File: config.mk
export PLATFORM = sky130hd
export DESIGN_NAME = line_addr_gen
export DESIGN_NICKNAME = d
export VERILOG_FILES = /design/src/hw/disp_pkg.sv /design/src/hw/line_addr_gen.sv
export SDC_FILE = /design/constraint.sdc
export NUM_CORES = 1
export LEC_CHECK = 0
export BUFFER_PORTS_ARGS = -buffer_cell sky130_fd_sc_hd__buf_2
export CAP_MARGIN = 10
export CORE_ASPECT_RATIO = 0.6
export CORE_UTILIZATION = 52
export CTS_CLUSTER_SIZE = 30
export DETAILED_ROUTE_END_ITERATION = 6
export PLACE_DENSITY = 0.81
export RECOVER_POWER = 100
export SYNTH_ARGS = -nofsm -noshare
export SYNTH_HDL_FRONTEND = slang
export SYNTH_SLANG_ARGS = --single-unit
File: constraint.sdc
create_clock -name vga_clk -period 4.3 [get_ports vga_clk]
set_input_delay 1.29 -clock vga_clk [delete_from_list [all_inputs] [get_ports vga_clk]]
set_output_delay 1.29 -clock vga_clk [all_outputs]
set_load 0.005 [all_outputs]
File: src/hw/disp_pkg.sv
// shared raster timing, picture and memory sizes and enums, imported by every display module
`default_nettype none

package disp_pkg;

	// --------------------
	// raster timing
	// --------------------
	// horizontal, in pixel clocks
	localparam int H_ACTIVE = 32;
	localparam int H_FRONT  = 4;
	localparam int H_SYNC   = 8;
	localparam int H_BACK   = 16;
	// vertical, in lines
	localparam int V_ACTIVE = 24;
	localparam int V_FRONT  = 2;
	localparam int V_SYNC   = 2;
	localparam int V_BACK   = 4;
	localparam int V_TOTAL  = V_ACTIVE + V_FRONT + V_SYNC + V_BACK;
	localparam int COORD_W  = 7;

	// --------------------
	// picture and memory
	// --------------------
	// 16x16 macroblocks, at most 2x1 of them
	localparam int MB_SIZE_LOG2 = 4;
	localparam int MB_W         = 2;
	// four samples per word, first pixel in the top byte
	localparam int WORD_W     = 32;
	localparam int ADDR_W     = 9;
	localparam int MEM_WORDS  = 512;
	localparam int FIFO_DEPTH = 4;
	localparam int FIFO_PTR_W = $clog2(FIFO_DEPTH);
	localparam int FIFO_CNT_W = $clog2(FIFO_DEPTH + 1);

	typedef logic [7:0]        pix_t;
	typedef logic [WORD_W-1:0] word_t;
	typedef logic [ADDR_W-1:0] addr_t;

	// frame RAM ports, in priority order
	typedef enum logic [2:0] {PORT_Y, PORT_U, PORT_V, PORT_WR, PORT_NONE} port_t;

	// horizontal phase of the scan
	typedef enum logic [1:0] {ACTIVE, FRONT, SYNC, BACK} scan_state_t;

endpackage

`default_nettype wire

File: src/hw/line_addr_gen.sv
// per-line word addresses of the Y, U and V rows in the double-buffered frame store
`default_nettype none

module line_addr_gen import disp_pkg::*; (
	input  wire                vga_clk,
	input  wire                rst_n,
	input  wire                frame_start_i,
	input  wire [MB_W-1:0]     pic_width_mbs_i,
	input  wire [MB_W-1:0]     pic_height_mbs_i,
	input  wire [9:0]          pic_num_i,
	input  wire                line_start_i,
	input  wire [COORD_W-1:0]  y_i,
	output logic [COORD_W-1:0] width_o,
	output logic [COORD_W-1:0] height_o,
	output addr_t              y_addr_o,
	output addr_t              u_addr_o,
	output addr_t              v_addr_o
);

	// settings waiting for the next line start
	logic [MB_W-1:0] pend_w_mbs;
	logic [MB_W-1:0] pend_h_mbs;
	logic pend_odd;

	addr_t area_mbs;
	addr_t luma_words;
	addr_t buf_base;
	addr_t luma_row;
	addr_t chroma_row;
	addr_t u_start;

	// layout, all in words
	always_comb
	begin
		area_mbs   = ADDR_W'(pend_w_mbs) * ADDR_W'(pend_h_mbs);
		// w*h/4 = mbs * 256 / 4
		luma_words = area_mbs << (2 * MB_SIZE_LOG2 - 2);
		// odd picture in buffer 0, even one at 3wh/8
		buf_base   = pend_odd ? '0 : luma_words + (luma_words >> 1);
		luma_row   = ADDR_W'(pend_w_mbs) << (MB_SIZE_LOG2 - 2);
		chroma_row = luma_row >> 1;
		u_start    = buf_base + luma_words;
	end

	always_ff @(posedge vga_clk or negedge rst_n)
	begin
		if (!rst_n)
		begin
			pend_w_mbs <= '0;
			pend_h_mbs <= '0;
			pend_odd   <= 1'b0;
			width_o    <= '0;
			height_o   <= '0;
			y_addr_o   <= '0;
			u_addr_o   <= '0;
			v_addr_o   <= '0;
		end
		else
		begin
			if (frame_start_i)
			begin
				pend_w_mbs <= pic_width_mbs_i;
				pend_h_mbs <= pic_height_mbs_i;
				pend_odd   <= pic_num_i[0];
			end
			if (line_start_i)
			begin
				width_o  <= COORD_W'(pend_w_mbs) << MB_SIZE_LOG2;
				height_o <= COORD_W'(pend_h_mbs) << MB_SIZE_LOG2;
				y_addr_o <= buf_base + ADDR_W'(y_i) * luma_row;
				// chroma rows are shared by two luma rows
				u_addr_o <= u_start + ADDR_W'(y_i >> 1) * chroma_row;
				v_addr_o <= u_start + (luma_words >> 2) + ADDR_W'(y_i >> 1) * chroma_row;
			end
		end
	end

endmodule

`default_nettype wire

# Word-level counts from Yosys, hierarchy flattened
# Cells that the tools add are included.
[classes] add_sub_neg=6 n_mul=3 div=0 magnitude_cmp=0 eq_ne=0 n_shift=0 muxes=1 bitwise=0 n_reduce_logical=0
[ops] operator="adder 9 bit" n=4
[ops] operator="adder 9 x 7 -> 9 bit" n=1
[ops] operator="adder 9 x 8 -> 9 bit" n=1
[ops] operator="2-to-1 mux 9 bit" n=1
[ops] operator="multiplier 6 x 2 -> 8 bit" n=1
[ops] operator="multiplier 7 x 2 -> 7 bit" n=1
[ops] operator="multiplier 2 x 2 -> 3 bit" n=1
[totals] ff_bits=36 latch_bits=0 ram_bits=0 mem_bits_ro=0 input_bits=25 out_inout_bits=41 elab_cells=18 mem_count=0

# Depth between registers and ports, before layout
[logic_depth] ltp_word=6 depth_mapped=16 ltp_nobuf=15

# Worst setup path before layout
# OpenSTA, ideal clock, no wires.
[synth_timing] path_type="input-to-reg" start="input y_i[1]" end="register v_addr_o[8]" setup_ns=0.125 arrival_ns=4.346 required_time_ns=4.175 setup_slack_ns=-0.171 path_stages=15 n_path_buf=0 cell_sequence="and2_1 > ha_1 > fa_1 > a21oi_1 > nor2_1 > nor2_1 > xnor2_1 > fa_1 > inv_1 > ha_1 > a21o_1 > a21oi_1 > xnor2_1 > xnor3_1 > mux2_4"
[synth_via] elab_chain_cells=2
[synth_lines] item="start: declaration" line_no="line_addr_gen.sv:12" rtl="input wire [COORD_W-1:0] y_i,"
[synth_lines] item="multiplier 6 x 2 -> 8 bit" line_no="line_addr_gen.sv:73" rtl="v_addr_o <= u_start + (luma_words >> 2) + ADDR_W'(y_i >> 1) * chroma_row;"
[synth_lines] item="adder 9 bit" line_no="line_addr_gen.sv:73"
[synth_lines] item="end signal: assignment" line_no="line_addr_gen.sv:73"
[synth_lines] item="end: declaration" line_no="line_addr_gen.sv:17" rtl="output addr_t v_addr_o"
# Every way passes these cells.
# A chain may end at the register's enable or synchronous reset.

# Final worst setup path
# Ends and elaborated chain as after synthesis.

==> impl_metrics.json <==
{
  "status": "finished with violations",
  "violations": "max-capacitance violations, max-slew violations",
  "fin_setup_tns_ps": 0,
  "rows": 17,
  "grt_util_all_layers_pct": 22.1,
  "synth_area_leaders": "dfrtp_1, ha_1, mux2_2, fa_1, buf_4",
  "grtUsageMet1_pct": 32.0,
  "htreeDepth": 2,
  "core_um2": 3850,
  "p_per_area_nw_per_um2": 472,
  "die_h_um": 52.3,
  "synth_edf_count": 0,
  "slew_headroom_pct": -7.62,
  "grtUsageMet2_pct": 33.5,
  "hold_violations": 0,
  "finalSetupViolations": 0,
  "postCtsSetupBuffers": 0,
  "cp_data_arrival_time_ps": 4430,
  "yosysTopAreaCell": "dfrtp_1",
  "final_max_slew_viol_count": 30,
  "drc": 0,
  "drt_iter0_drc": 47,
  "post-route-period-util_pct": 99.1,
  "grt_pass1_wl_mm": 7.21,
  "synth_cell_types": 37,
  "worstSetupPathType": "in2reg",
  "synth.most_common_cell": "dfrtp_1",
  "place_congestion": 0.831,
  "place_hpwl_mm": 3.39,
  "synth.cell_area_um2": 2190,
  "hp-start": "u_addr_o[6]$_DFFE_PN0P_",
  "cts_root_buf": "clkbuf_8",
  "gr-total-overflow": 0,
  "vias_per_cell": 4.93,
  "synthToLayoutAreaGrowth_pct": 19.9,
  "syn-instance-count": 205,
  "initial_core_util_pct": 57.0,
  "min_period_ps": 4260,
  "vdd_drop_max_v": 0.000354,
  "yosysTopAreaCellShare_pct": 33.1,
  "cts_tree": "yes",
  "clock-sinks": 29,
  "ant_nets": 0,
  "worstMarginPinSlew_ps": 1610,
  "synth-seq-cells": 29,
  "ys_seq_area_share_pct": 33.1,
  "synth.avg_cell_area_um2": 10.7,
  "clkLatencyLatePin_ps": 280,
  "drive_gt1_share_pct": 32.8,
  "min_path_type": "reg2reg",
  "fmax_mhz": 235,
  "multiInputGateArea_um2": 1340,
  "vias": 1559,
  "cap_violations": 1,
  "numCtsBuffers": 5,
  "seqCellArea_um2": 726,
  "synthArstFlopShare_pct": 100,
  "fin_nets": 310,
  "ys.warnings.count": 0,
  "cts_buffer_depth": 2,
  "ios": 66,
  "num-fill-cells": 322,
  "cts.clk_slew.worst_paths_ps": 70,
  "synth_ff_type": "dfrtp_1",
  "grt_pass1_vias": 1508,
  "fin_skew_ps": 5.85,
  "netlist_top_cells_count": "dfrtp_1, mux2_2, ha_1",
  "busiest_layer": "met2",
  "die_w_um": 85.8,
  "crit_fanout": 2,
  "total_power_uw": 1240,
  "routedWlPerCell_um": 13.8,
  "hold_buffers": 0,
  "die-area_um2": 4490,
  "leakage_uw": 0.00132,
  "start_kind": "input pin",
  "startpoint": "y_i[1]",
  "rr_startpoint": "pend_h_mbs[1]$_DFFE_PN0P_",
  "totalWireLength_mm": 4.35,
  "r2r_slack_ps": 330,
  "diodes": 0,
  "end_kind": "flop",
  "first_pass_iters": 4,
  "rsz0062_at_grt": "true",
  "antenna_found_initial": 0,
  "grt_max_degree": 30,
  "global_route.usage.met3_pct": 5.20,
  "portBuffers": 42,
  "critPathRequiredTime_ps": 4470
}
==> placed cells by master (no fill, tap or decap), drive strengths merged, types with 2 or more instances in the layout <==
cell type	synthesis	final
conb	1	14
fa	9	9
mux2	21	21
o21ai	7	7
nand4	2	2
xnor3	3	3
a21o	4	4
nand3	2	2
dfrtp	29	29
a211o	2	2
buf	21	45
xnor2	9	9
clkbuf	3	18
a21oi	11	11
nor2	8	8
ha	18	18
nand2	8	8
inv	15	15
xor2	4	4
and2	18	18
==> through the flow <==
stage | instances | hold WS, ps | worst slack (ps) | utilization, % | area [µm²]
after floorplan | 218 | 476 | -2.96 | - | 2280
after global placement | 308 | 463 | -210 | 65.3 | 2510
after detailed placement | 308 | 471 | -279 | 65.3 | 2510
after CTS | 316 | 488 | 5.46 | 68.4 | 2630
after global routing | 316 | 516 | -80.1 | 68.3 | 2630
final | 316 | 479 | 38.6 | 68.3 | 2630
==> report_power, final <==
part / switching [µW] / total [µW] / internal (µW) / leakage (µW)
combinational: 255 / 552 / 297 / 0.000915
clock: 110 / 298 / 188 / 0.0000574
sequential: 40.4 / 391 / 350 / 0.000348
total: 406 / 1240 / 835 / 0.00132
==> worst max-delay path, cell delays in order <==
cell	delay, ps
buf_6	90
and2_4	160
ha_4	160
fa_2	360
a21oi_2	140
nor2_1	50
nor2_1	150
xnor2_2	110
fa_1	520
inv_1	60
ha_1	290
a21o_1	170
a21oi_2	160
xnor2_1	140
xnor3_1	280
mux2_4	280
==> registers in the layout, summed over array words and instances (netlist names) <==
signal and cells:
v_addr_o 8, y_addr_o 7, u_addr_o 5, width_o 2
pend_w_mbs 2, height_o 2, pend_h_mbs 2, pend_odd 1
==> path summary, 6_finish.rpt <==
kind                                      endpoint  cells after the start
setup / recovery           v_addr_o[8]$_DFFE_PN0P_                     16
hold / removal             u_addr_o[6]$_DFFE_PN0P_                      2
setup reg to reg           v_addr_o[8]$_DFFE_PN0P_                     13
hold reg to reg            u_addr_o[6]$_DFFE_PN0P_                      2
max in group asynchronous  y_addr_o[3]$_DFFE_PN0P_                      1
min in group asynchronous  u_addr_o[6]$_DFFE_PN0P_                      1
==> final cells by class <==
cell class | count | share of cell area (%)
clock buffer | 6 | 3.14
clock inverter | 2 | 1.43
inverter | 15 | 2.14
multi-input combinational | 150 | 50.9
sequential | 29 | 27.6
tap | 57 | 2.71
timing repair buffer | 57 | 12.1
==> per-layer routing <==
layer / share of wire, % / vias up
met2: 43 / 37
met4: 1.1 / 0
li1: - / 766
met3: 5.7 / 7
met1: 51 / 749
met5: 0 / -
==> cell families after synthesis <==
logic type               count (synthesis)  share of synthesized area (%)
AND/OR/NAND/NOR                         42                           10.3
XOR/XNOR                                16                           8.61
AO/OA/AOI/OAI                           30                           8.61
flip-flops                              29                           33.1
adder cells (fa/ha/maj)                 27                           18.5
other                                    1                          0.171
multiplexers                            21                           11.0
buffers and inverters                   39                           9.75
==> timing repair <==
item / 4_1_cts / 5_1_grt
endpoints found under the setup margin: 1 / 1
cloned: 0 / 0
gates resized for setup: 0 / 2
pin swaps: 3 / 0
No activity file was read; power rests on OpenSTA's default activity.
