## src/hw/disp_pkg.sv

```systemverilog
// shared raster timing, picture and memory sizes and enums, imported by every display module
`default_nettype none

package disp_pkg;

	// --------------------
	// raster timing
	// --------------------
	// horizontal, in pixel clocks
	localparam int H_ACTIVE = 32;
	localparam int H_FRONT  = 4;
	localparam int H_SYNC   = 8;
	localparam int H_BACK   = 16;
	// vertical, in lines
	localparam int V_ACTIVE = 24;
	localparam int V_FRONT  = 2;
	localparam int V_SYNC   = 2;
	localparam int V_BACK   = 4;
	localparam int V_TOTAL  = V_ACTIVE + V_FRONT + V_SYNC + V_BACK;
	localparam int COORD_W  = 7;

	// --------------------
	// picture and memory
	// --------------------
	// 16x16 macroblocks, at most 2x1 of them
	localparam int MB_SIZE_LOG2 = 4;
	localparam int MB_W         = 2;
	// four samples per word, first pixel in the top byte
	localparam int WORD_W     = 32;
	localparam int ADDR_W     = 9;
	localparam int MEM_WORDS  = 512;
	localparam int FIFO_DEPTH = 4;
	localparam int FIFO_PTR_W = $clog2(FIFO_DEPTH);
	localparam int FIFO_CNT_W = $clog2(FIFO_DEPTH + 1);

	typedef logic [7:0]        pix_t;
	typedef logic [WORD_W-1:0] word_t;
	typedef logic [ADDR_W-1:0] addr_t;

	// frame RAM ports, in priority order
	typedef enum logic [2:0] {PORT_Y, PORT_U, PORT_V, PORT_WR, PORT_NONE} port_t;

	// horizontal phase of the scan
	typedef enum logic [1:0] {ACTIVE, FRONT, SYNC, BACK} scan_state_t;

endpackage

`default_nettype wire

```

## src/hw/vga_timing.sv

```systemverilog
// raster generator: h/v counters, syncs, active video, pixel position and line-start strobe
`default_nettype none

module vga_timing import disp_pkg::*; (
	input  wire                vga_clk,
	input  wire                rst_n,
	output logic               hsync_o,
	output logic               vsync_o,
	output logic               active_o,
	output logic               line_start_o,
	output logic [COORD_W-1:0] x_o,
	output logic [COORD_W-1:0] y_o
);

	scan_state_t h_state;
	logic [COORD_W-1:0] h_cnt;
	logic [COORD_W-1:0] v_cnt;
	logic h_last;
	logic v_in_sync;

	// a row runs back porch, active, front porch, sync
	always_comb
	begin
		case (h_state)
			ACTIVE: h_last = (h_cnt == COORD_W'(H_ACTIVE - 1));
			FRONT:  h_last = (h_cnt == COORD_W'(H_FRONT - 1));
			SYNC:   h_last = (h_cnt == COORD_W'(H_SYNC - 1));
			default: h_last = (h_cnt == COORD_W'(H_BACK - 1));
		endcase
		v_in_sync = (v_cnt >= COORD_W'(V_ACTIVE + V_FRONT)) &&
			(v_cnt < COORD_W'(V_ACTIVE + V_FRONT + V_SYNC));
	end

	// phase and row counters
	always_ff @(posedge vga_clk or negedge rst_n)
	begin
		if (!rst_n)
		begin
			h_state <= BACK;
			h_cnt   <= '0;
			// start in vertical blank so row 0 gets its line start
			v_cnt   <= COORD_W'(V_ACTIVE);
		end
		else if (h_last)
		begin
			h_cnt <= '0;
			case (h_state)
				BACK:   h_state <= ACTIVE;
				ACTIVE: h_state <= FRONT;
				FRONT:  h_state <= SYNC;
				default:
				begin
					h_state <= BACK;
					// new row begins where hsync ends
					v_cnt <= (v_cnt == COORD_W'(V_TOTAL - 1)) ? '0 : v_cnt + 1'b1;
				end
			endcase
		end
		else
			h_cnt <= h_cnt + 1'b1;
	end

	// registered outputs, one cycle behind the counters
	always_ff @(posedge vga_clk or negedge rst_n)
	begin
		if (!rst_n)
		begin
			hsync_o      <= 1'b1;
			vsync_o      <= 1'b1;
			active_o     <= 1'b0;
			line_start_o <= 1'b0;
			x_o          <= '0;
			y_o          <= '0;
		end
		else
		begin
			hsync_o  <= (h_state != SYNC);
			vsync_o  <= !v_in_sync;
			active_o <= (h_state == ACTIVE) && (v_cnt < COORD_W'(V_ACTIVE));
			// first back porch cycle = hsync rising edge
			line_start_o <= (h_state == BACK) && (h_cnt == '0) && (v_cnt < COORD_W'(V_ACTIVE));
			x_o <= (h_state == ACTIVE) ? h_cnt : '0;
			y_o <= v_cnt;
		end
	end

endmodule

`default_nettype wire

```

## config.mk

```make
export PLATFORM = sky130hd
export DESIGN_NAME = vga_timing
export DESIGN_NICKNAME = d
export VERILOG_FILES = /design/src/hw/disp_pkg.sv /design/src/hw/vga_timing.sv
export SDC_FILE = /design/constraint.sdc
export NUM_CORES = 1
export LEC_CHECK = 0
export ABC_AREA = 1
export ABC_CLOCK_PERIOD_IN_PS = 1900
export BUFFER_PORTS_ARGS = -buffer_cell sky130_fd_sc_hd__buf_2
export CORE_ASPECT_RATIO = 0.8
export CORE_MARGIN = 4
export CORE_UTILIZATION = 30
export CTS_CLUSTER_SIZE = 25
export DETAILED_ROUTE_END_ITERATION = 7
export HOLD_SLACK_MARGIN = 0.05
export PLACE_DENSITY = 0.6
export SETUP_SLACK_MARGIN = 0.05
export SYNTH_ARGS = -nofsm -noshare
export SYNTH_HDL_FRONTEND = slang
export SYNTH_SLANG_ARGS = --single-unit
```

## constraint.sdc

```tcl
create_clock -name vga_clk -period 1.9 [get_ports vga_clk]
set_input_delay 0.38 -clock vga_clk [delete_from_list [all_inputs] [get_ports vga_clk]]
set_output_delay 0.38 -clock vga_clk [all_outputs]
set_load 0.005 [all_outputs]
```

# After elaboration in Yosys (flattened, before gate mapping)
# Cells that the tools add are included.
# W data, S select, Z words.
[totals]
latch_bits = 0
n_memories = 0
rom_bits = 0
input_bits = 2
mem_bits_rw = 0
register_bits = 34
[classes]
multipliers = 0
n_reduce_logical = 9
shift = 0
add_sub_neg = 2
n_bitwise = 1
muxes = 5
n_div = 0
magnitude_cmp = 3
n_eq_ne = 9
[ops]
columns = ["op", "n"]
rows = [
  ["$mux W7", 3],
  ["$add A7 B1 Y7 const B", 2],
  ["$eq A7 B5 Y1 const B", 2],
  ["$lt A7 B5 Y1 const B", 2],
  ["$eq A7 B2 Y1 const B", 1],
  ["$eq A7 B3 Y1 const B", 1],
  ["$eq A7 B4 Y1 const B", 1],
  ["$ge A7 B5 Y1 const B", 1],
  ["$logic_not A7 Y1", 1],
  ["$pmux W2 S3", 1],
  ["$eq A2 B2 Y1 const B", 2],
  ["$logic_and A1 B1 Y1", 4],
  ["$pmux W1 S3", 1],
  ["$reduce_or A3 Y1", 1],
  ["$eq A2 B1 Y1 const B", 1],
  ["$logic_not A2 Y1", 1],
  ["$ne A2 B2 Y1 const B", 1],
  ["$reduce_and A2 Y1", 1],
  ["$logic_not A1 Y1", 1],
  ["$not A1 Y1", 1],
]

# Longest topological paths before layout
# Gate-level depths: netlist of the first run.
[logic_depth]
depth_word = 4
mapped_depth = 10
mapped_depth_nobuf = 10

# Worst setup path before layout of the first run
# No wires, ideal clock.
[synth_path]
kind = "register to register"
from = "reg h_state[0]"
to = "reg v_cnt[5]"
path_slack_ns = 0.107
setup_ns = 0.127
path_buffers = 1
period_less_slack_ns = 1.793
t_required_ns = 1.773
t_arrival_ns = 1.666
stages_incl_launch_ff = 11
cell_sequence = "dfstp_2 -> inv_1 -> ha_1 -> ha_1 -> inv_1 -> nand2_1 -> nor2_4 -> nand4_4 -> buf_6 -> nand2_1 -> o21ai_0"
[synth_via]
elab_chain_len = 4
elab_cells_between_ends = 8
[synth_rtl]
columns = ["element", "line_no", "source"]
rows = [
  ["from (decl)", "vga_timing.sv:15", "scan_state_t h_state;"],
  ["from (signal assigned)", "vga_timing.sv:39", "h_state <= BACK;"],
  ["from (signal assigned)", "vga_timing.sv:48", "BACK: h_state <= ACTIVE;"],
  ["from (signal assigned)", "vga_timing.sv:49", "ACTIVE: h_state <= FRONT;"],
  ["$eq A2 B2 Y1, or another cell as far along", "vga_timing.sv:47", "case (h_state)"],
  ["$reduce_or A3 Y1 (no line)", "-", ""],
  ["$not A1 Y1 (no line)", "-", ""],
  ["$reduce_and A2 Y1 (no line) *", "-", ""],
  ["to (signal assigned)", "vga_timing.sv:42", "v_cnt <= COORD_W'(V_ACTIVE);"],
  ["to (signal assigned)", "vga_timing.sv:55", "v_cnt <= (v_cnt == COORD_W'(V_TOTAL - 1)) ? '0 : v_cnt + 1'b1;"],
  ["to (decl)", "vga_timing.sv:17", "logic [COORD_W-1:0] v_cnt;"],
]
# Every way passes the cells marked *; elsewhere a longest branch is shown, timed or not.
# A chain may end at the register's enable or synchronous reset.

# Worst setup path after layout of the first run
[layout_path]
from = "reg h_state[1]"
to = "reg v_cnt[5]"
# The elaborated chain is that of the path after synthesis.

==> results of run 1 <==
-- layout make-up --
cell class,instances,area share (%)
Sequential cell,34,44.55
Multi-Input combinational cell,100,32.86
Timing Repair Buffer,23,6.493
Inverter,33,6.429
Tap cell,62,4.026
Clock buffer,5,3.571
Clock inverter,3,2.078
-- what timing repair did --
item	in CTS	in global routing
setup buffers	1	0
endpoints found under the setup margin	14	15
cloned	1	0
pin swaps	3	4
hold buffers	0	0
gates resized for setup	5	12
-- final timing paths --
| check | endpoint | cells after the start | slack [ps] |
|---|---|---|---|
| worst min register to register | y_o[4]$_DFF_PN0_ | 0 | 440 |
| worst min-delay path | y_o[2]$_DFF_PN0_ | 1 | 140 |
| min in group vga_clk | y_o[4]$_DFF_PN0_ | 0 | 440 |
| worst max-delay path | v_cnt[5]$_DFFE_PN0P_ | 9 | 130 |
| worst max register to register | v_cnt[5]$_DFFE_PN0P_ | 9 | 130 |
| max in group asynchronous | x_o[2]$_DFF_PN0_ | 1 | 1280 |
-- cells in the final DEF, fill, tap and decap left out, types with 3 or more instances in the layout --
cell,n
buf_2,19
buf_4,4
clkbuf_8,5
dfrtp_1,28
dfstp_2,6
ha_1,8
inv_1,28
inv_2,5
nand2_1,45
nand2_2,4
nand3_1,9
nor2_1,10
o21ai_2,4
xor2_1,3
-- report_power, final --
group	internal (µW)	switching, µW	total, µW
logic	0.739	13.0	13.8
clock network	386	262	648
registers	724	0	724
-- flip-flops by register name, indices dropped and copies added (netlist names) --
| signal | cells |
|---|---|
| h_state | 2 |
| y_o | 7 |
| hsync_o | 1 |
| x_o | 7 |
| vsync_o | 1 |
| line_start_o | 1 |
| active_o | 1 |
| v_cnt | 7 |
| h_cnt | 7 |
-- per-stage QoR --
step	power, µW	hold WS [ps]	std cells	utilization (%)
2_1_floorplan	737.7	84.41	168	-
3_3_place_gp	752.8	434.1	250	34.68
3_5_place_dp	752.9	434.3	250	34.68
4_1_cts	1410	171.1	260	37.63
5_1_grt	1430	220.4	260	38.48
6_report	1386	143.4	260	38.48
-- cells in the mapped netlist --
master | instances | area [µm²]
dfrtp_1 | 28 | 700.7
nand4_1 | 1 | 6.260
or2_2 | 1 | 6.260
inv_1 | 32 | 120.1
o211ai_1 | 1 | 7.510
o21ai_0 | 4 | 20.02
dfstp_2 | 6 | 157.7
o21bai_1 | 1 | 7.510
o21ai_2 | 4 | 35.03
inv_2 | 1 | 3.750
nor4_1 | 1 | 6.260
nand3_1 | 10 | 50.05
ha_1 | 10 | 125.1
nand2_1 | 48 | 180.2
clkbuf_1 | 1 | 3.750
nor2_4 | 1 | 11.26
nand4_4 | 1 | 21.27
buf_6 | 1 | 11.26
nand2_2 | 1 | 6.260
xnor2_1 | 1 | 8.760
xor2_1 | 3 | 26.28
nor2_1 | 11 | 41.29
-- cell families (layout without fill, tap and decap cells) --
family	Yosys count	after routing
buffers and inverters	35	64
XOR/XNOR	4	4
adder cells (fa/ha/maj)	10	10
flip-flops	34	34
AND/OR/NAND/NOR	75	76
AO/OA/AOI/OAI	10	10
-- layer usage --
layer / vias to the layer above / GRT usage (%)
li1: 566 / -
met1: 508 / 12.54
met2: 28 / 15.68
met3: 4 / 3.178
met4: 0 / 5.034
met5: - / 0
-- worst register-to-register path, delay by kind of cell, from the launching register on --
kind,cells,cell delay (ps)
simple gates,4,570
compound gates,1,60
fa+ha+maj,2,370
buf+inv,2,100
flops,1,540
==> impl_metrics.csv, run 1 <==
group,metric,value,unit
global_routing,grt_pass1_vias,1120,
logic_synthesis,seq_area_frac_synth,55.14,%
logic_synthesis,ys_warn_count,0,
placement,dpl_cell_area,0.001737,mm²
pwr,ir_drop,0.4114,mV
logic_synthesis,synth_top_family_by_area,"simple AND/OR/NAND/NOR gates",
layout,drive_gt1_share,29.29,%
timing,finalSetupViolCount,0,
timing,post-route-period-util,92.98,%
drt,met2_length,1336,µm
worst_setup_path,arrival,1930,ps
pwr,p_leak,0.001045,µW
logic_synthesis,netlist_area,0.001556,mm²
layout,fillers,493,
floorplan,dieArea,0.006412,mm²
timing,hold_viol,0,
worst_setup_path,slowest_delay,540,ps
logic_synthesis,ys_ff_latch,34,
worst_setup_path,cp_num_buf_inv,2,
drt,drtIter0Drc,57,
placement,place.gp.congestion,0.8122,
global_routing,grt_pass1_wl,4954,µm
logic_synthesis,syn_nets,180,
floorplan,die_w,88.53,µm
clock_tree,clk_path_buf_depth,2,
worst_setup_path,cp_slowest_cell,"dfstp_2",
drt,routed.top_layer,"met4",
floorplan,initial_core_util,31.08,%
floorplan,fp.dieH,72.43,µm
logic_synthesis,synth_mux_area_share,0,%
clock_tree,cts_root_buf,"clkbuf_8",
hold_path,min_path_type,"primary input to asynchronous set/reset pin",
drt,ant_nets,0,
worst_setup_path,start_kind,"register",
logic_synthesis,ys_types,22,
clock_tree,clk_latency,290,ps
timing,slew_headroom,51.37,%
floorplan,io_pins,20,
timing,worstMarginPinSlew,729.5,ps
clock_tree,clk_pin_slew,80,ps
clock_tree,h-tree-depth,2,
drt,dr.pass1.iters,4,
clock_tree,cts_tree,"yes",
worst_setup_path,crit_fanout,7,
drt,vias_per_cell,4.254,
clock_tree,cts_buffers,5,
pwr,p_per_area,719.2,mW/mm²
worst_setup_path,cp-end-kind,"register",
worst_setup_path,worstReg2RegStart,"h_state[1]$_DFFE_PN1N_",
layout,fin_nets,209,
logic_synthesis,syn_inst,168,
status,status,"finished clean",
floorplan,coreArea,0.005007,mm²
layout,final_area,0.001927,mm²
timing,setup_tns,0,ps
timing,clock_skew,10.74,ps
placement,dp_slack,11.39,ps
timing,layout_setup_ws,133.4,ps
drt,wl_met1,1380,µm
global_routing,grt_max_degree,35,
layout,syn2layout_area_growth,23.79,%
global_routing,antenna_found_initial,0,
timing,rsz0062_at_grt,"true",
timing,period_needed,1767,ps
logic_synthesis,avgSynthCellArea,9.265,µm²
floorplan,rows,23,
timing,final_max_slew_viol_count,0,
drt,route.detailed.drc,0,
drt,vias,1106,
drt,wl,2884,µm
drt,wl_per_cell,11.09,µm
global_routing,grt_overflow,0,
logic_synthesis,synthAdderAreaFrac,8.039,%
layout,seq_area,858.3,µm²
layout,antennaDiodeCount,0,
logic_synthesis,yosys.area_share.simple,21.14,%
run,drv_cap,0,
worst_setup_path,crit_start,"h_state[1]$_DFFE_PN1N_",
logic_synthesis,synth_compound_area_share,4.502,%
placement,hpwl,1901,µm
placement,numPortBuffers,19,
global_routing,grt_usage,10.06,%
timing,max_freq,566.1,MHz
worst_setup_path,crit_required,2070,ps
clock_tree,clock_sink_count,34,
drt,wl_met3,124,µm
worst_setup_path,crit_chain,"inv_2 -> ha_4 -> ha_4 -> inv_2 -> nand2_2 -> nor2_4 -> nand4_4 -> nand2_1 -> o21ai_1",
worst_setup_path,crit_family,"simple AND/OR/NAND/NOR gates",
worst_setup_path,crit_type,"register to register",
logic_synthesis,synth_xor_xnor_area_share,2.251,%
layout,multiInputGateArea,633.1,µm²
Power figures use the tool's default switching activity.
==> run 2, diff against run 1 <==
Settings changed: CORE_UTILIZATION 30 to 47, PLACE_DENSITY 0.6 to 0.81.
==> impl_metrics.csv, run 2 (synthesized netlist as in run 1, its figures left out) <==
group,metric,value,unit
pwr,p_switching,258.4,µW
pwr,p_leak,0.001068,µW
clock_tree,cts_root_buf,"clkbuf_8",
timing,worstMarginPinSlew,715.7,ps
global_routing,grt_pass1_wl,5071,µm
timing,post-route-period-util,95.10,%
worst_setup_path,cp_slowest_cell,"dfstp_2",
floorplan,fp.dieH,59.47,µm
drt,dr.pass1.iters,5,
floorplan,initial_core_util,49.72,%
layout,antennaDiodeCount,0,
floorplan,io_pins,20,
drt,drtIter0Drc,96,
floorplan,rows,18,
placement,hpwl,1861,µm
floorplan,dieArea,0.004302,mm²
run,drv_cap,0,
layout,final_cell_mix,"nand2_1 (45), inv_1 (28), dfrtp_1 (28), buf_2 (19), nor2_1 (10)",
clock_tree,cts_tree,"yes",
clock_tree,clk_pin_slew,60,ps
worst_setup_path,cp_num_buf_inv,3,
worst_setup_path,arrival,1980,ps
worst_setup_path,crit_chain,"inv_2 -> ha_4 -> ha_4 -> inv_2 -> nand2_2 -> nor2_4 -> buf_4 -> nand3_2 -> nand2_1 -> nor2_1",
drt,wl_per_cell,13.15,µm
global_routing,grt_usage,15.86,%
pwr,pwr-share-clk,42.1,%
placement,dpl_cell_area,0.001709,mm²
timing,layout_setup_ws,93.14,ps
layout,syn2layout_area_growth,23.23,%
worst_setup_path,crit_family,"flip-flops",
pwr,p_per_area,665.0,mW/mm²
timing,final_max_slew_viol_count,0,
timing,rsz0062_at_grt,"false",
floorplan,die_w,72.34,µm
global_routing,antenna_found_initial,0,
pwr,p_comb_share,1.1,%
timing,finalSetupViolCount,0,
floorplan,coreArea,0.003131,mm²
timing,slew_headroom,52.29,%
global_routing,grt_overflow,0,
pwr,ir_drop,0.2821,mV
pwr,p_seq_share,56.8,%
layout,final_area,0.001918,mm²
worst_setup_path,crit_required,2070,ps
timing,period_needed,1807,ps
clock_tree,clk_path_buf_depth,2,
drt,vias_per_cell,5.000,
timing,hold_viol,0,
drt,vias,1220,
placement,numPortBuffers,19,
pwr,p_sw_share,20.26,%
worst_setup_path,slowest_delay,540,ps
status,status,"finished clean",
worst_setup_path,crit_fanout,7,
layout,fillers,231,
clock_tree,cts_buffers,5,
clock_tree,h-tree-depth,2,
global_routing,grt_max_degree,35,
placement,dp_slack,21.81,ps
placement,place.gp.congestion,0.8157,
timing,clock_skew,3.621,ps
drt,wl,3208,µm
hold_path,min_path_type,"primary input to asynchronous set/reset pin",
pwr,p_int,1017,µW
worst_setup_path,start_kind,"register",
global_routing,grt_pass1_vias,1116,
worst_setup_path,cp-end-kind,"register",
clock_tree,holdBufCountCts,0,
drt,route.detailed.drc,0,
timing,setup_tns,0,ps
clock_tree,clk_latency,290,ps
layout,drive_gt1_share,30.88,%
worst_setup_path,crit_type,"register to register",
layout,final_common_cell,"nand2_1",
drt,ant_nets,0,
timing,max_freq,553.4,MHz
layout,fin_nets,215,
clock_tree,clock_sink_count,34,
==> run 2: changes by cell type in the layout (fill, tap and decap cells not counted) <==
cell and delta:
bufinv_16 -1, clkinv_2 -1, clkbuf_8 +1, nand3_2 +1
nor2_4 -1, nand3_4 -1, buf_6 +1, nor2_2 +1
buf_4 +5, clkbuf_1 +1
==> run 2: what timing repair did <==
action                     4_1_cts  5_1_grt
gates resized for setup          5       11
buffers inserted                 4        3
setup endpoints to repair       14       14
pin swaps                        2        3
gates cloned                     1        0
==> run 2: area by class of cell <==
type | instances | area, µm² | share of cell area [%]
Clock buffer | 7 | 86.33 | 4.501
Clock inverter | 1 | 5.005 | 0.2609
Inverter | 33 | 123.9 | 6.458
Multi-Input combinational cell | 100 | 620.6 | 32.35
Sequential cell | 34 | 858.3 | 44.75
Tap cell | 40 | 50.05 | 2.609
Timing Repair Buffer | 29 | 173.9 | 9.067
==> run 2: per-layer routing <==
layer | wire, µm | GRT usage, % | up-vias
li1 | - | - | 575
met2 | 1509 | 25.29 | 68
met5 | 0 | 0 | -
met1 | 1320 | 18.86 | 565
met3 | 258 | 4.746 | 12
met4 | 119 | 9.920 | 0
==> run 2: per-stage QoR <==
step / power [µW] / instances / hold WS (ps) / util (%)
after global routing: 1325 / 244 / 222.1 / 61.27
after global placement: 752.3 / 228 / 432.3 / 54.60
after floorplan: 737.7 / 168 / 84.41 / -
after detailed placement: 752.6 / 228 / 434.1 / 54.60
after CTS: 1290 / 241 / 180.6 / 59.47
final: 1276 / 244 / 142.6 / 61.27
==> run 2: path summary, 6_finish.rpt <==
path,cells after the start,slack [ps],start,end
worst max-delay path,10,90,h_state[0]$_DFFE_PN1N_,h_cnt[4]$_DFF_PN0_
worst min-delay path,1,140,rst_n,h_cnt[0]$_DFF_PN0_
worst max register to register,10,90,h_state[0]$_DFFE_PN1N_,h_cnt[4]$_DFF_PN0_
worst min register to register,0,450,v_cnt[4]$_DFFE_PN1P_,y_o[4]$_DFF_PN0_
max in group asynchronous,1,1300,rst_n,y_o[5]$_DFF_PN0_
min in group vga_clk,0,450,v_cnt[4]$_DFFE_PN1P_,y_o[4]$_DFF_PN0_
==> run 2: power groups by stage <==
stage	logic (µW)	clock network [µW]	registers (µW)
2_1_floorplan	0.000458	0	738
3_3_place_gp	14.8	0	737
3_5_place_dp	15.1	0	737
4_1_cts	15.2	551	724
5_1_grt	17.2	584	724
6_report	13.5	537	725
