===== config.mk =====
export PLATFORM = sky130hd
export DESIGN_NAME = pixel_pipe
export DESIGN_NICKNAME = d
export VERILOG_FILES = /design/src/hw/disp_pkg.sv /design/src/hw/pixel_pipe.sv
export SDC_FILE = /design/constraint.sdc
export NUM_CORES = 1
export LEC_CHECK = 0
export BUFFER_PORTS_ARGS = -buffer_cell sky130_fd_sc_hd__buf_2
export CAP_MARGIN = 20
export CORE_AREA = 4 4 157 159
export DETAILED_ROUTE_END_ITERATION = 8
export DIE_AREA = 0 0 161 163
export GPL_ROUTABILITY_DRIVEN = 0
export PLACE_DENSITY = 0.76
export SETUP_SLACK_MARGIN = 0.5
export SLEW_MARGIN = 10
export SYNTH_ARGS = -nofsm -noshare
export SYNTH_HDL_FRONTEND = slang
export SYNTH_SLANG_ARGS = --single-unit

===== constraint.sdc =====
create_clock -name vga_clk -period 15.35 [get_ports vga_clk]
set_input_delay 0.7675 -clock vga_clk [delete_from_list [all_inputs] [get_ports vga_clk]]
set_output_delay 0.7675 -clock vga_clk [all_outputs]
set_load 0.01 [all_outputs]

===== src/hw/disp_pkg.sv =====
// shared raster timing, picture and memory sizes and enums, imported by every display module
`default_nettype none

package disp_pkg;

	// --------------------
	// raster timing
	// --------------------
	// horizontal, in pixel clocks
	localparam int H_ACTIVE = 32;
	localparam int H_FRONT  = 4;
	localparam int H_SYNC   = 8;
	localparam int H_BACK   = 16;
	// vertical, in lines
	localparam int V_ACTIVE = 24;
	localparam int V_FRONT  = 2;
	localparam int V_SYNC   = 2;
	localparam int V_BACK   = 4;
	localparam int V_TOTAL  = V_ACTIVE + V_FRONT + V_SYNC + V_BACK;
	localparam int COORD_W  = 7;

	// --------------------
	// picture and memory
	// --------------------
	// 16x16 macroblocks, at most 2x1 of them
	localparam int MB_SIZE_LOG2 = 4;
	localparam int MB_W         = 2;
	// four samples per word, first pixel in the top byte
	localparam int WORD_W     = 32;
	localparam int ADDR_W     = 9;
	localparam int MEM_WORDS  = 512;
	localparam int FIFO_DEPTH = 4;
	localparam int FIFO_PTR_W = $clog2(FIFO_DEPTH);
	localparam int FIFO_CNT_W = $clog2(FIFO_DEPTH + 1);

	typedef logic [7:0]        pix_t;
	typedef logic [WORD_W-1:0] word_t;
	typedef logic [ADDR_W-1:0] addr_t;

	// frame RAM ports, in priority order
	typedef enum logic [2:0] {PORT_Y, PORT_U, PORT_V, PORT_WR, PORT_NONE} port_t;

	// horizontal phase of the scan
	typedef enum logic [1:0] {ACTIVE, FRONT, SYNC, BACK} scan_state_t;

endpackage

`default_nettype wire


===== src/hw/pixel_pipe.sv =====
// pixel pipeline: FIFO pops, byte select, YUV to RGB, blanking and sync delay, 3 cycles deep
`default_nettype none

module pixel_pipe import disp_pkg::*; (
	input  wire                vga_clk,
	input  wire                rst_n,
	input  wire [COORD_W-1:0]  x_i,
	input  wire [COORD_W-1:0]  y_i,
	input  wire                active_i,
	input  wire                hsync_i,
	input  wire                vsync_i,
	input  wire [COORD_W-1:0]  width_i,
	input  wire [COORD_W-1:0]  height_i,
	input  wire word_t         y_word_i,
	input  wire word_t         u_word_i,
	input  wire word_t         v_word_i,
	output logic               pop_y_o,
	output logic               pop_u_o,
	output logic               pop_v_o,
	output pix_t               vga_r_o,
	output pix_t               vga_g_o,
	output pix_t               vga_b_o,
	output logic               vga_hsync_o,
	output logic               vga_vsync_o,
	output logic               vga_de_o
);

	logic in_pic;
	// word in use, the popped head or the held copy
	word_t y_cur, u_cur, v_cur;
	word_t y_hold, u_hold, v_hold;
	pix_t s1_y, s1_u, s1_v;
	logic s1_vis;
	logic signed [8:0] d, e;
	pix_t s2_y;
	logic signed [17:0] s2_r_off, s2_g_off, s2_b_off;
	logic s2_vis;
	logic signed [10:0] r_sum, g_sum, b_sum;
	logic [2:0] hs_d, vs_d, de_d;

	function automatic pix_t clip(input logic signed [10:0] val);
		if (val < 0)
			return 8'd0;
		else if (val > 255)
			return 8'd255;
		else
			return pix_t'(val);
	endfunction

	// --------------------
	// select stage
	// --------------------
	always_comb
	begin
		in_pic  = active_i && (x_i < width_i) && (y_i < height_i);
		// one luma word per 4 pixels, one chroma word per 8
		pop_y_o = in_pic && (x_i[1:0] == 2'd0);
		pop_u_o = in_pic && (x_i[2:0] == 3'd0);
		pop_v_o = pop_u_o;
		y_cur   = pop_y_o ? y_word_i : y_hold;
		u_cur   = pop_u_o ? u_word_i : u_hold;
		v_cur   = pop_v_o ? v_word_i : v_hold;
		// centred chroma offsets
		d = $signed({1'b0, s1_u}) - 9'sd128;
		e = $signed({1'b0, s1_v}) - 9'sd128;
		// final adds, shift is arithmetic
		r_sum = $signed({3'b000, s2_y}) + 11'(s2_r_off >>> 8);
		g_sum = $signed({3'b000, s2_y}) - 11'(s2_g_off >>> 8);
		b_sum = $signed({3'b000, s2_y}) + 11'(s2_b_off >>> 8);
	end

	// sample data path, pixel 0 in the top byte
	always_ff @(posedge vga_clk)
	begin
		if (pop_y_o)
			y_hold <= y_word_i;
		if (pop_u_o)
			u_hold <= u_word_i;
		if (pop_v_o)
			v_hold <= v_word_i;
		s1_y <= y_cur[{~x_i[1:0], 3'b000} +: 8];
		s1_u <= u_cur[{~x_i[2:1], 3'b000} +: 8];
		s1_v <= v_cur[{~x_i[2:1], 3'b000} +: 8];
		// multiply stage
		s2_y     <= s1_y;
		s2_r_off <= 18'(e * 359);
		s2_g_off <= 18'(d * 88 + e * 183);
		s2_b_off <= 18'(d * 454);
	end

	// --------------------
	// control and output register
	// --------------------
	always_ff @(posedge vga_clk or negedge rst_n)
	begin
		if (!rst_n)
		begin
			s1_vis      <= 1'b0;
			s2_vis      <= 1'b0;
			hs_d        <= '1;
			vs_d        <= '1;
			de_d        <= '0;
			vga_r_o     <= '0;
			vga_g_o     <= '0;
			vga_b_o     <= '0;
		end
		else
		begin
			s1_vis <= in_pic;
			s2_vis <= s1_vis;
			hs_d   <= {hs_d[1:0], hsync_i};
			vs_d   <= {vs_d[1:0], vsync_i};
			de_d   <= {de_d[1:0], active_i};
			// black outside the decoded picture
			vga_r_o <= s2_vis ? clip(r_sum) : 8'd0;
			vga_g_o <= s2_vis ? clip(g_sum) : 8'd0;
			vga_b_o <= s2_vis ? clip(b_sum) : 8'd0;
		end
	end

	assign vga_hsync_o = hs_d[2];
	assign vga_vsync_o = vs_d[2];
	assign vga_de_o    = de_d[2];

endmodule

`default_nettype wire


# Yosys cells after proc, flatten, opt, wreduce, memory -nomap -nowiden
# Index checks and enable logic that the tools add are counted.
# W data, S select, Z words.
# word_totals
word_cells	59
out_inout_bits	30
in_bits	129
regBits	216
# op_classes
n_addsub	6
order_cmp	8
n_mux	12
bitwise	2
n_reduce_logical	6
n_shift	3
multipliers	4
# ops
op	n
$mux W32	3
$shiftx A32 B6 Y8	3
$mux W8	9
$gt A11 B9 Y1 const B	3
$lt A11 B1 Y1 const B	3
$add A9 B10 Y11	2
$add A17 B18 Y18	1
$mul A9 B10 Y18 const B	1
$mul A9 B9 Y18 const B	1
$sub A8 B8 Y9 const B	2
$mul A9 B9 Y17 const B	1
$lt A7 B7 Y1	2
$mul A9 B5 Y14 const B	1
$sub A9 B10 Y11	1
$logic_and A1 B1 Y1	4
$not A2 Y2	2
$logic_not A3 Y1	1
$logic_not A2 Y1	1

# Depth between registers and ports, before layout
# Gate-level depths: netlist (run 1).
# logic_depth
depth_word	6
ltp_mapped	20

# Worst setup path after synthesis (run 1)
# Ideal clock, no wire load.
# synth_path
path_kind	register to register
startpoint	reg s1_v[7]
endpoint	reg s2_g_off[17]
arrival_time_ps	4900
period_less_slack_ps	5024
slack_ps	10326
setup_time_ps	123
stages_incl_launch_ff	19
path_buffers	0
path_cell_list	dfxtp_1 -> inv_1 -> ha_1 -> xor2_1 -> fa_1 -> inv_1 -> fa_1 -> inv_1 -> fa_1 -> inv_1 -> fa_1 -> inv_1 -> ha_1 -> o221a_2 -> a21oi_1 -> a211oi_1 -> a41o_1 -> a21oi_1 -> xor2_1
# synth_via
elab_chain_len	3
# synth_rtl
element	line	source
start: declaration	pixel_pipe.sv:32	pix_t s1_y, s1_u, s1_v;
start signal: assignment	pixel_pipe.sv:83	s1_v <= v_cur[{~x_i[2:1], 3'b000} +: 8];
$sub A8 B8 Y9	pixel_pipe.sv:65	e = $signed({1'b0, s1_v}) - 9'sd128;
$mul A9 B9 Y18	pixel_pipe.sv:87	s2_g_off <= 18'(d * 88 + e * 183);
$add A17 B18 Y18	pixel_pipe.sv:87	
end signal: assignment	pixel_pipe.sv:87	
end: declaration	pixel_pipe.sv:36	logic signed [17:0] s2_r_off, s2_g_off, s2_b_off;
# Every way passes these cells.

# Worst setup path after layout (run 1)
# layout_path
startpoint	reg s1_v[7]
endpoint	reg s2_g_off[15]
# The elaborated chain is that of the path after synthesis.

==> results.md, run 1 <==
- Critical path arrival: 5.97 ns
- Critical R2R Capture: s2_g_off[15]
- Vias in the first global route: 8630
- Tmin final: 5.61 ns
- Slowest stage delay, CP: 0.74 ns
- Core area: 23300 um2
- Worst slew pin tran: 0.820 ns
- Rows: 56
- Drt pass-1 iters: 6
- Vias/cell: 5.10
- Die width: 161 um
- CP endpoint kind: flop
- Post-CTS Repair Setup Buffers: 0
- Synth area leaders: dfxtp_1 25%, ha_1 17%, fa_1 11%
- Final slew viol count: 0
- Sequential fraction of the synthesis area: 31.9%
- Status: complete, no violations
- Max Freq: 178 MHz
- Nets: 1679
- Reg clk slew, reported paths: 0.08 ns
- Layout cells sized above 1: 21.2%
- CP Launch Type: flop
- R2R depth: 18
- Wire per inst: 15.0 um
- Final ANT Viol Nets: 0
- Initial antenna violation count: 0
- Port Buffers: 158
- Htree depth: 4
- Asr flop ratio synth: 18.1%
- Worst endpoint required time: 15.71 ns
- Syn_area_per_cell: 11.1 um2
- Cell mode on critical path: inv_1
- Max-Cap Viols: 0
- DRC Markers: 0
- Clk_lat worst skew: 0.44 ns
- CP endpoint: s2_g_off[15]
- Count leader, synth: inv_1
- Clk_skew: 0.0127 ns
- Die height: 163 um
- Period Utilization, post-route: 36.5%
- Critical Path Start: s1_v[7]
- Initial Utilization: 54.5%
- CP Class: reg2reg
- # IOs: 159
- R2R Setup Slk: 9.74 ns
- Setup TNS: 0 ns
- Hold WC Path Type: reg2reg
- Synthesized area: 12700 um2
- Grt total ovfl: 0
- DP Area: 13800 um2
- Largest net degree at the start of global routing: 66
- Post-synth top area share: 25.0%
- Post-Syn Instances: 1144
- Commonest cells post-synth: 191 x inv_1, 177 x ha_1, 158 x dfxtp_1
- RSZ-0062 raised after global routing: no
- CTS Root Cell: clkbuf_16
- Design Area, Final: 14400 um2
- GRT Total Usage: 19.4%
- Rel. slew slack: 45.3%
- Cell taking the most area after synthesis: dfxtp_1
- Area Growth Syn to Fin: 13.7%
- Cts repair resizes: 0
- Post-synth EDFFs: 0
- Final Setup Violations: 0
- Unique masters post-synth: 60
- Global-route wire length before repair: 41.3 mm
- Cells along the critical path: inv_1 -> ha_1 -> xor2_1 -> fa_1 -> inv_1 -> fa_1 -> inv_1 -> fa_1 -> inv_1 -> fa_1 -> inv_1 -> ha_1 -> o221a_2 -> a21oi_1 -> a211oi_1 -> a21oi_1 -> o21bai_1 -> xor2_1
- CTS tree: built
- Via count: 8340
- Top FF cell, synth: dfxtp_1
- Worst flop-to-flop path startpoint: s1_v[7]
- DRT iter0 DRCs: 311
- PnR worst setup slack: 9.74 ns
- Synthesized flop and latch total: 193
- Clk buf depth: 2
- HPWL Detailed: 19.6 mm
- Syn nets: 1522
- DIE AREA: 26200 um2
- Endpoints failing hold: 0
- Pre-CTS setup slack: 9.77 ns
- Hold path startpoint: s1_y[6]
- Warnings from Yosys: 0
- CTS Sinks: 193
- Hold_buf cts: 0
- CTS Buf Count: 17
- Drt total wl: 24.6 mm
- CP max FO: 11
- Critical path's slowest cell: dfxtp_1
## routing by layer
metal / part of all wire, % / up-vias / track usage, %
li1: - / 4189 / -
met1: 45 / 3980 / 24.6
met2: 49 / 144 / 34.0
met3: 4.2 / 27 / 4.00
met4: 1.7 / 0 / 5.23
met5: 0 / - / 0
## layout by cell type (no fill, tap or decap), types with 4 or more instances in the layout
cell type  count
a21oi_1       50
mux4_2        24
buf_2        158
nor2_1        36
or2_2          6
mux2_1        78
dfstp_2        6
a211oi_1       5
clkbuf_16     17
nor3_1         7
ha_1         177
inv_6          4
mux2_2        42
or3_1          5
nand2b_1      10
nand3_1        9
xnor2_1       41
clkinv_8       7
nand4_1        4
inv_1        191
a21o_1        16
inv_12         4
a31oi_1        4
xor2_1        28
nor2b_1        9
nand2_1       25
o21a_1        16
fa_1          72
o21ai_0       24
dfxtp_1      158
dfrtp_1       29
## layout make-up
type	instances	area, um2
fillers	1954	8850
multi-input cells	738	7800
flip-flops and latches	193	4050
repair buffers	160	806
inverters	191	717
clock buffers	17	425
well taps	319	399
clock inverters	15	214
diodes	1	2.50
## how the worst min path moves through the flow
stage,endpoint,slack [ns],cells past startpoint
after detailed placement,s2_y[7],0.31,0
after global placement,s2_y[7],0.31,0
after CTS,s2_y[7],0.33,0
after global routing,s2_y[7],0.34,0
final,s2_y[6],0.33,0
after floorplan,s2_y[0],0.31,0
## critical path, delay by kind of cell (launching register included)
family / cells / cell delay, ns
AO/OA/AOI/OAI: 5 / 1.09
XOR/XNOR: 2 / 0.37
adder cells (fa/ha/maj): 6 / 2.80
buffers and inverters: 5 / 0.53
flip-flops: 1 / 0.74
## through the flow
stage	util [%]	hold slack, ns	std cells
global placement	59.2	0.314	1601
finish	61.9	0.333	1634
CTS	61.9	0.331	1633
global route	61.9	0.335	1633
floorplan	-	0.310	1144
detailed placement	59.2	0.315	1601
## sequential cells by signal, summed over array words and instances, names as in the netlist
signal / count
de_d: 3
hs_d: 3
s1_u: 8
s1_v: 8
s1_vis: 1
s1_y: 8
s2_b_off: 10
s2_g_off: 10
s2_r_off: 10
s2_vis: 1
s2_y: 8
u_hold: 32
v_hold: 32
vga_b_o: 8
vga_g_o: 8
vga_r_o: 8
vs_d: 3
y_hold: 32
## logic make-up (layout without fill, tap and decap cells)
logic type	after synthesis	in the layout	synth area share, %
compound gates	149	149	7.68
xor+xnor	69	69	4.77
fa+ha+maj	249	249	28.8
buf+inv	213	383	6.69
flops	193	193	31.9
mux	147	147	15.2
other cells	0	1	0
simple gates	124	124	4.93
Power of run 1 is left out: the tool's default activity adds up to more than one toggle a clock period on the data nets, which glitch-free logic cannot reach.
==> run 2, diff against run 1 <==
--- a/config.mk
+++ b/config.mk
@@ -5,13 +5,14 @@
 export SDC_FILE = /design/constraint.sdc
 export NUM_CORES = 1
 export LEC_CHECK = 0
+export ABC_AREA = 1
 export BUFFER_PORTS_ARGS = -buffer_cell sky130_fd_sc_hd__buf_2
 export CAP_MARGIN = 20
-export CORE_AREA = 4 4 157 159
+export CORE_AREA = 4 4 163 165
 export DETAILED_ROUTE_END_ITERATION = 8
-export DIE_AREA = 0 0 161 163
+export DIE_AREA = 0 0 167 169
 export GPL_ROUTABILITY_DRIVEN = 0
-export PLACE_DENSITY = 0.76
+export PLACE_DENSITY = 0.75
 export SETUP_SLACK_MARGIN = 0.5
 export SLEW_MARGIN = 10
 export SYNTH_ARGS = -nofsm -noshare
==> constraint.sdc (replaced) <==
create_clock -name vga_clk -period 5.25 [get_ports vga_clk]
set_input_delay 0.2625 -clock vga_clk [delete_from_list [all_inputs] [get_ports vga_clk]]
set_output_delay 0.2625 -clock vga_clk [all_outputs]
set_load 0.01 [all_outputs]
==> run 2 against run 1 <==
Compared with the run above: wire length grew 25%; maximum frequency grew 25%; critical endpoint is now s2_g_off[16]; highest routed layer unchanged; clock skew is essentially flat; sequential share of layout area shrank 1.9 points; largest cell class unchanged; worst setup slack lost 9.0 ns; critical path type unchanged.
==> results.md, run 2 <==
- ANT cells: 0
- Setup TNS: 0 ns
- Worst slew pin tran: 0.918 ns
- Crit-path leading delay family: adder cells
- Commonest cells post-synth: 428 x nand2_1, 309 x inv_1, 177 x ha_1
- Layout cells sized above 1: 12.6%
- Max layer used: met4
- Asr flop ratio synth: 18.1%
- Vias in the first global route: 11.0k
- Synthesized flop and latch total: 193
- Cell taking the most area after synthesis: dfxtp_1
- Warnings from Yosys: 0
- R2R Setup Slk: 0.76 ns
- Regs by FF count: u_hold (32), v_hold (32), y_hold (32)
- Period Utilization, post-route: 85.4%
- CP endpoint kind: flop
- Hold path startpoint: y_word_i[18]
- DIE AREA: 28200 um2
- Top FF cell, synth: dfxtp_1
- WHS Path Cells: 3
- Critical R2R Capture: s2_g_off[16]
- Unique masters post-synth: 38
- Drt pass-1 iters: 5
- Pre-CTS setup slack: 0.673 ns
- Wire per inst: 13.8 um
- Metal3 WL: 1.88 mm
- DRC Markers: 0
- HPWL Detailed: 24.1 mm
- Initial Utilization: 54.4%
- Clk_skew: 0.0127 ns
- Rel. slew slack: 38.7%
- Sequential fraction of the synthesis area: 29.7%
- Final ANT Viol Nets: 0
- Worst endpoint required time: 5.58 ns
- Commonest non-fill, non-tap cell in the layout: nand2_1
- Global-route wire length before repair: 51.2 mm
- Reg clk slew, reported paths: 0.08 ns
- Tmin final: 4.49 ns
- Design Area, Final: 15400 um2
- Multi-input gate area: 8240 um2
- DRT iter0 DRCs: 675
- Clk buf depth: 2
- Post-synth EDFFs: 0
- DP Area: 14700 um2
- Critical Path Start: s1_v[7]
- Die width: 167 um
- Syn nets: 2108
- Rows: 58
- CP Buf/Inv Count: 6
- Hold WC Path Type: in2reg
- Area Growth Syn to Fin: 13.3%
- GRT Total Usage: 21.8%
- Crit path depth: 23
- CTS tree: built
- CP max FO: 5
- Final slew viol count: 0
- R2R depth: 23
- Final Setup Violations: 0
- Most frequent cells in the layout: 428 x nand2_1, 306 x inv_1, 175 x ha_1
- Port Buffers: 158
- Clk_lat worst skew: 0.44 ns
- Post-synth top area share: 23.2%
- Synthesized area: 13600 um2
- CTS Sinks: 193
- Core area: 25000 um2
- Largest net degree at the start of global routing: 50
- PnR worst setup slack: 0.764 ns
- # IOs: 159
- Via count: 11.3k
- Status: complete, no violations
- Met2 wire len: 14.2 mm
- Grt total ovfl: 0
- Endpoints failing hold: 0
- CP Class: reg2reg
- Die height: 169 um
- Nets: 2261
- Cells along the critical path: clkinvlp_4 -> ha_4 -> xor2_1 -> fa_1 -> inv_1 -> fa_1 -> inv_1 -> fa_1 -> inv_1 -> fa_1 -> inv_1 -> ha_4 -> nand2_1 -> inv_1 -> nand2_1 -> nand3_1 -> o21bai_4 -> nand2_1 -> nand2_1 -> nand2_1 -> nand2_1 -> nand2_1 -> nand2_1
- WHS Endpoint: y_hold[18]
- Htree depth: 4
- RSZ-0062 raised after global routing: no
- Critical path arrival: 4.82 ns
- Register Area: 4050 um2
- Max-Cap Viols: 0
- CP Launch Type: flop
- Metal1 wirelength: 13.9 mm
- CTS Buf Count: 17
- Slowest stage delay, CP: 0.53 ns
- Post-Syn Instances: 1730
- Worst flop-to-flop path startpoint: s1_v[7]
- Initial antenna violation count: 0
- Critical path's slowest cell: fa_1
- Synth area leaders: dfxtp_1 23%, ha_1 16%, nand2_1 12%
- CTS Root Cell: clkbuf_16
- Vias/cell: 5.08
- Max Freq: 223 MHz
- Syn_area_per_cell: 7.88 um2
- Count leader, synth: nand2_1
- Drt total wl: 30.6 mm
- Fillcell total: 2271
- Cell mode on critical path: nand2_1
-- run 2: cell types whose count changed in the layout (fill, tap and decap cells not counted), sizes merged, moves of 13 or more --
cell   change
inv      +117
mux2     -120
nand2    +404
a21oi     +41
o21ai     +23
mux4      -24
xor2      +17
buf       +13
nand3    +169
xnor2     -19
-- run 2: worst max-delay path by stage --
stage | to | slack [ns]
after detailed placement | s2_g_off[16] | 0.67
after floorplan | s2_g_off[16] | 0.69
after global routing | s2_g_off[16] | 0.45
after global placement | s2_g_off[16] | 0.76
after CTS | s2_g_off[16] | 0.62
final | s2_g_off[16] | 0.76
-- run 2: kinds of logic after synthesis --
family | synth area share [%]
adders and majority gates | 26.8
AOI/OAI and AO/OA | 6.72
xor gates and xnor gates | 4.31
and+or+nand+nor | 22.3
DFF | 29.7
buffers and inverters | 10.1
-- run 2: through the flow --
step	std cells	hold slack (ns)	util, %
CTS	2222	0.00282	61.3
finish	2226	0.00781	61.7
detailed placement	2187	0.321	58.8
floorplan	1730	-0.0331	-
global route	2226	0.0166	61.7
global placement	2186	0.314	58.7
-- run 2: cell type report --
type / instances / area share (%)
sequential: 193 / 26.2
inverter: 311 / 7.60
clock inverter: 14 / 1.12
timing repair buffer: 176 / 6.22
tap: 330 / 2.67
clock buffer: 18 / 2.78
multi-input combinational: 1184 / 53.4
-- run 2: tightest hold or removal path, delay by kind of cell --
family,cells,cell delay (ns)
simple gates,2,0.08
buf+inv,1,0.07
-- run 2: per-layer routing --
layer  vias to the layer above  GRT usage [%]
li1                       5764              -
met1                      5113           29.8
met2                       381           36.6
met3                        43           2.99
met4                         0           6.01
met5                         -              0
-- run 2: what timing repair did --
item | 4_1_cts | 5_1_grt
hold endpoints to repair | 31 | 0
resized for setup | 0 | 9
setup buffers | 0 | 3
setup endpoints to repair | 0 | 5
hold buffers | 3 | 0
Power of run 2 is left out for the same reason.
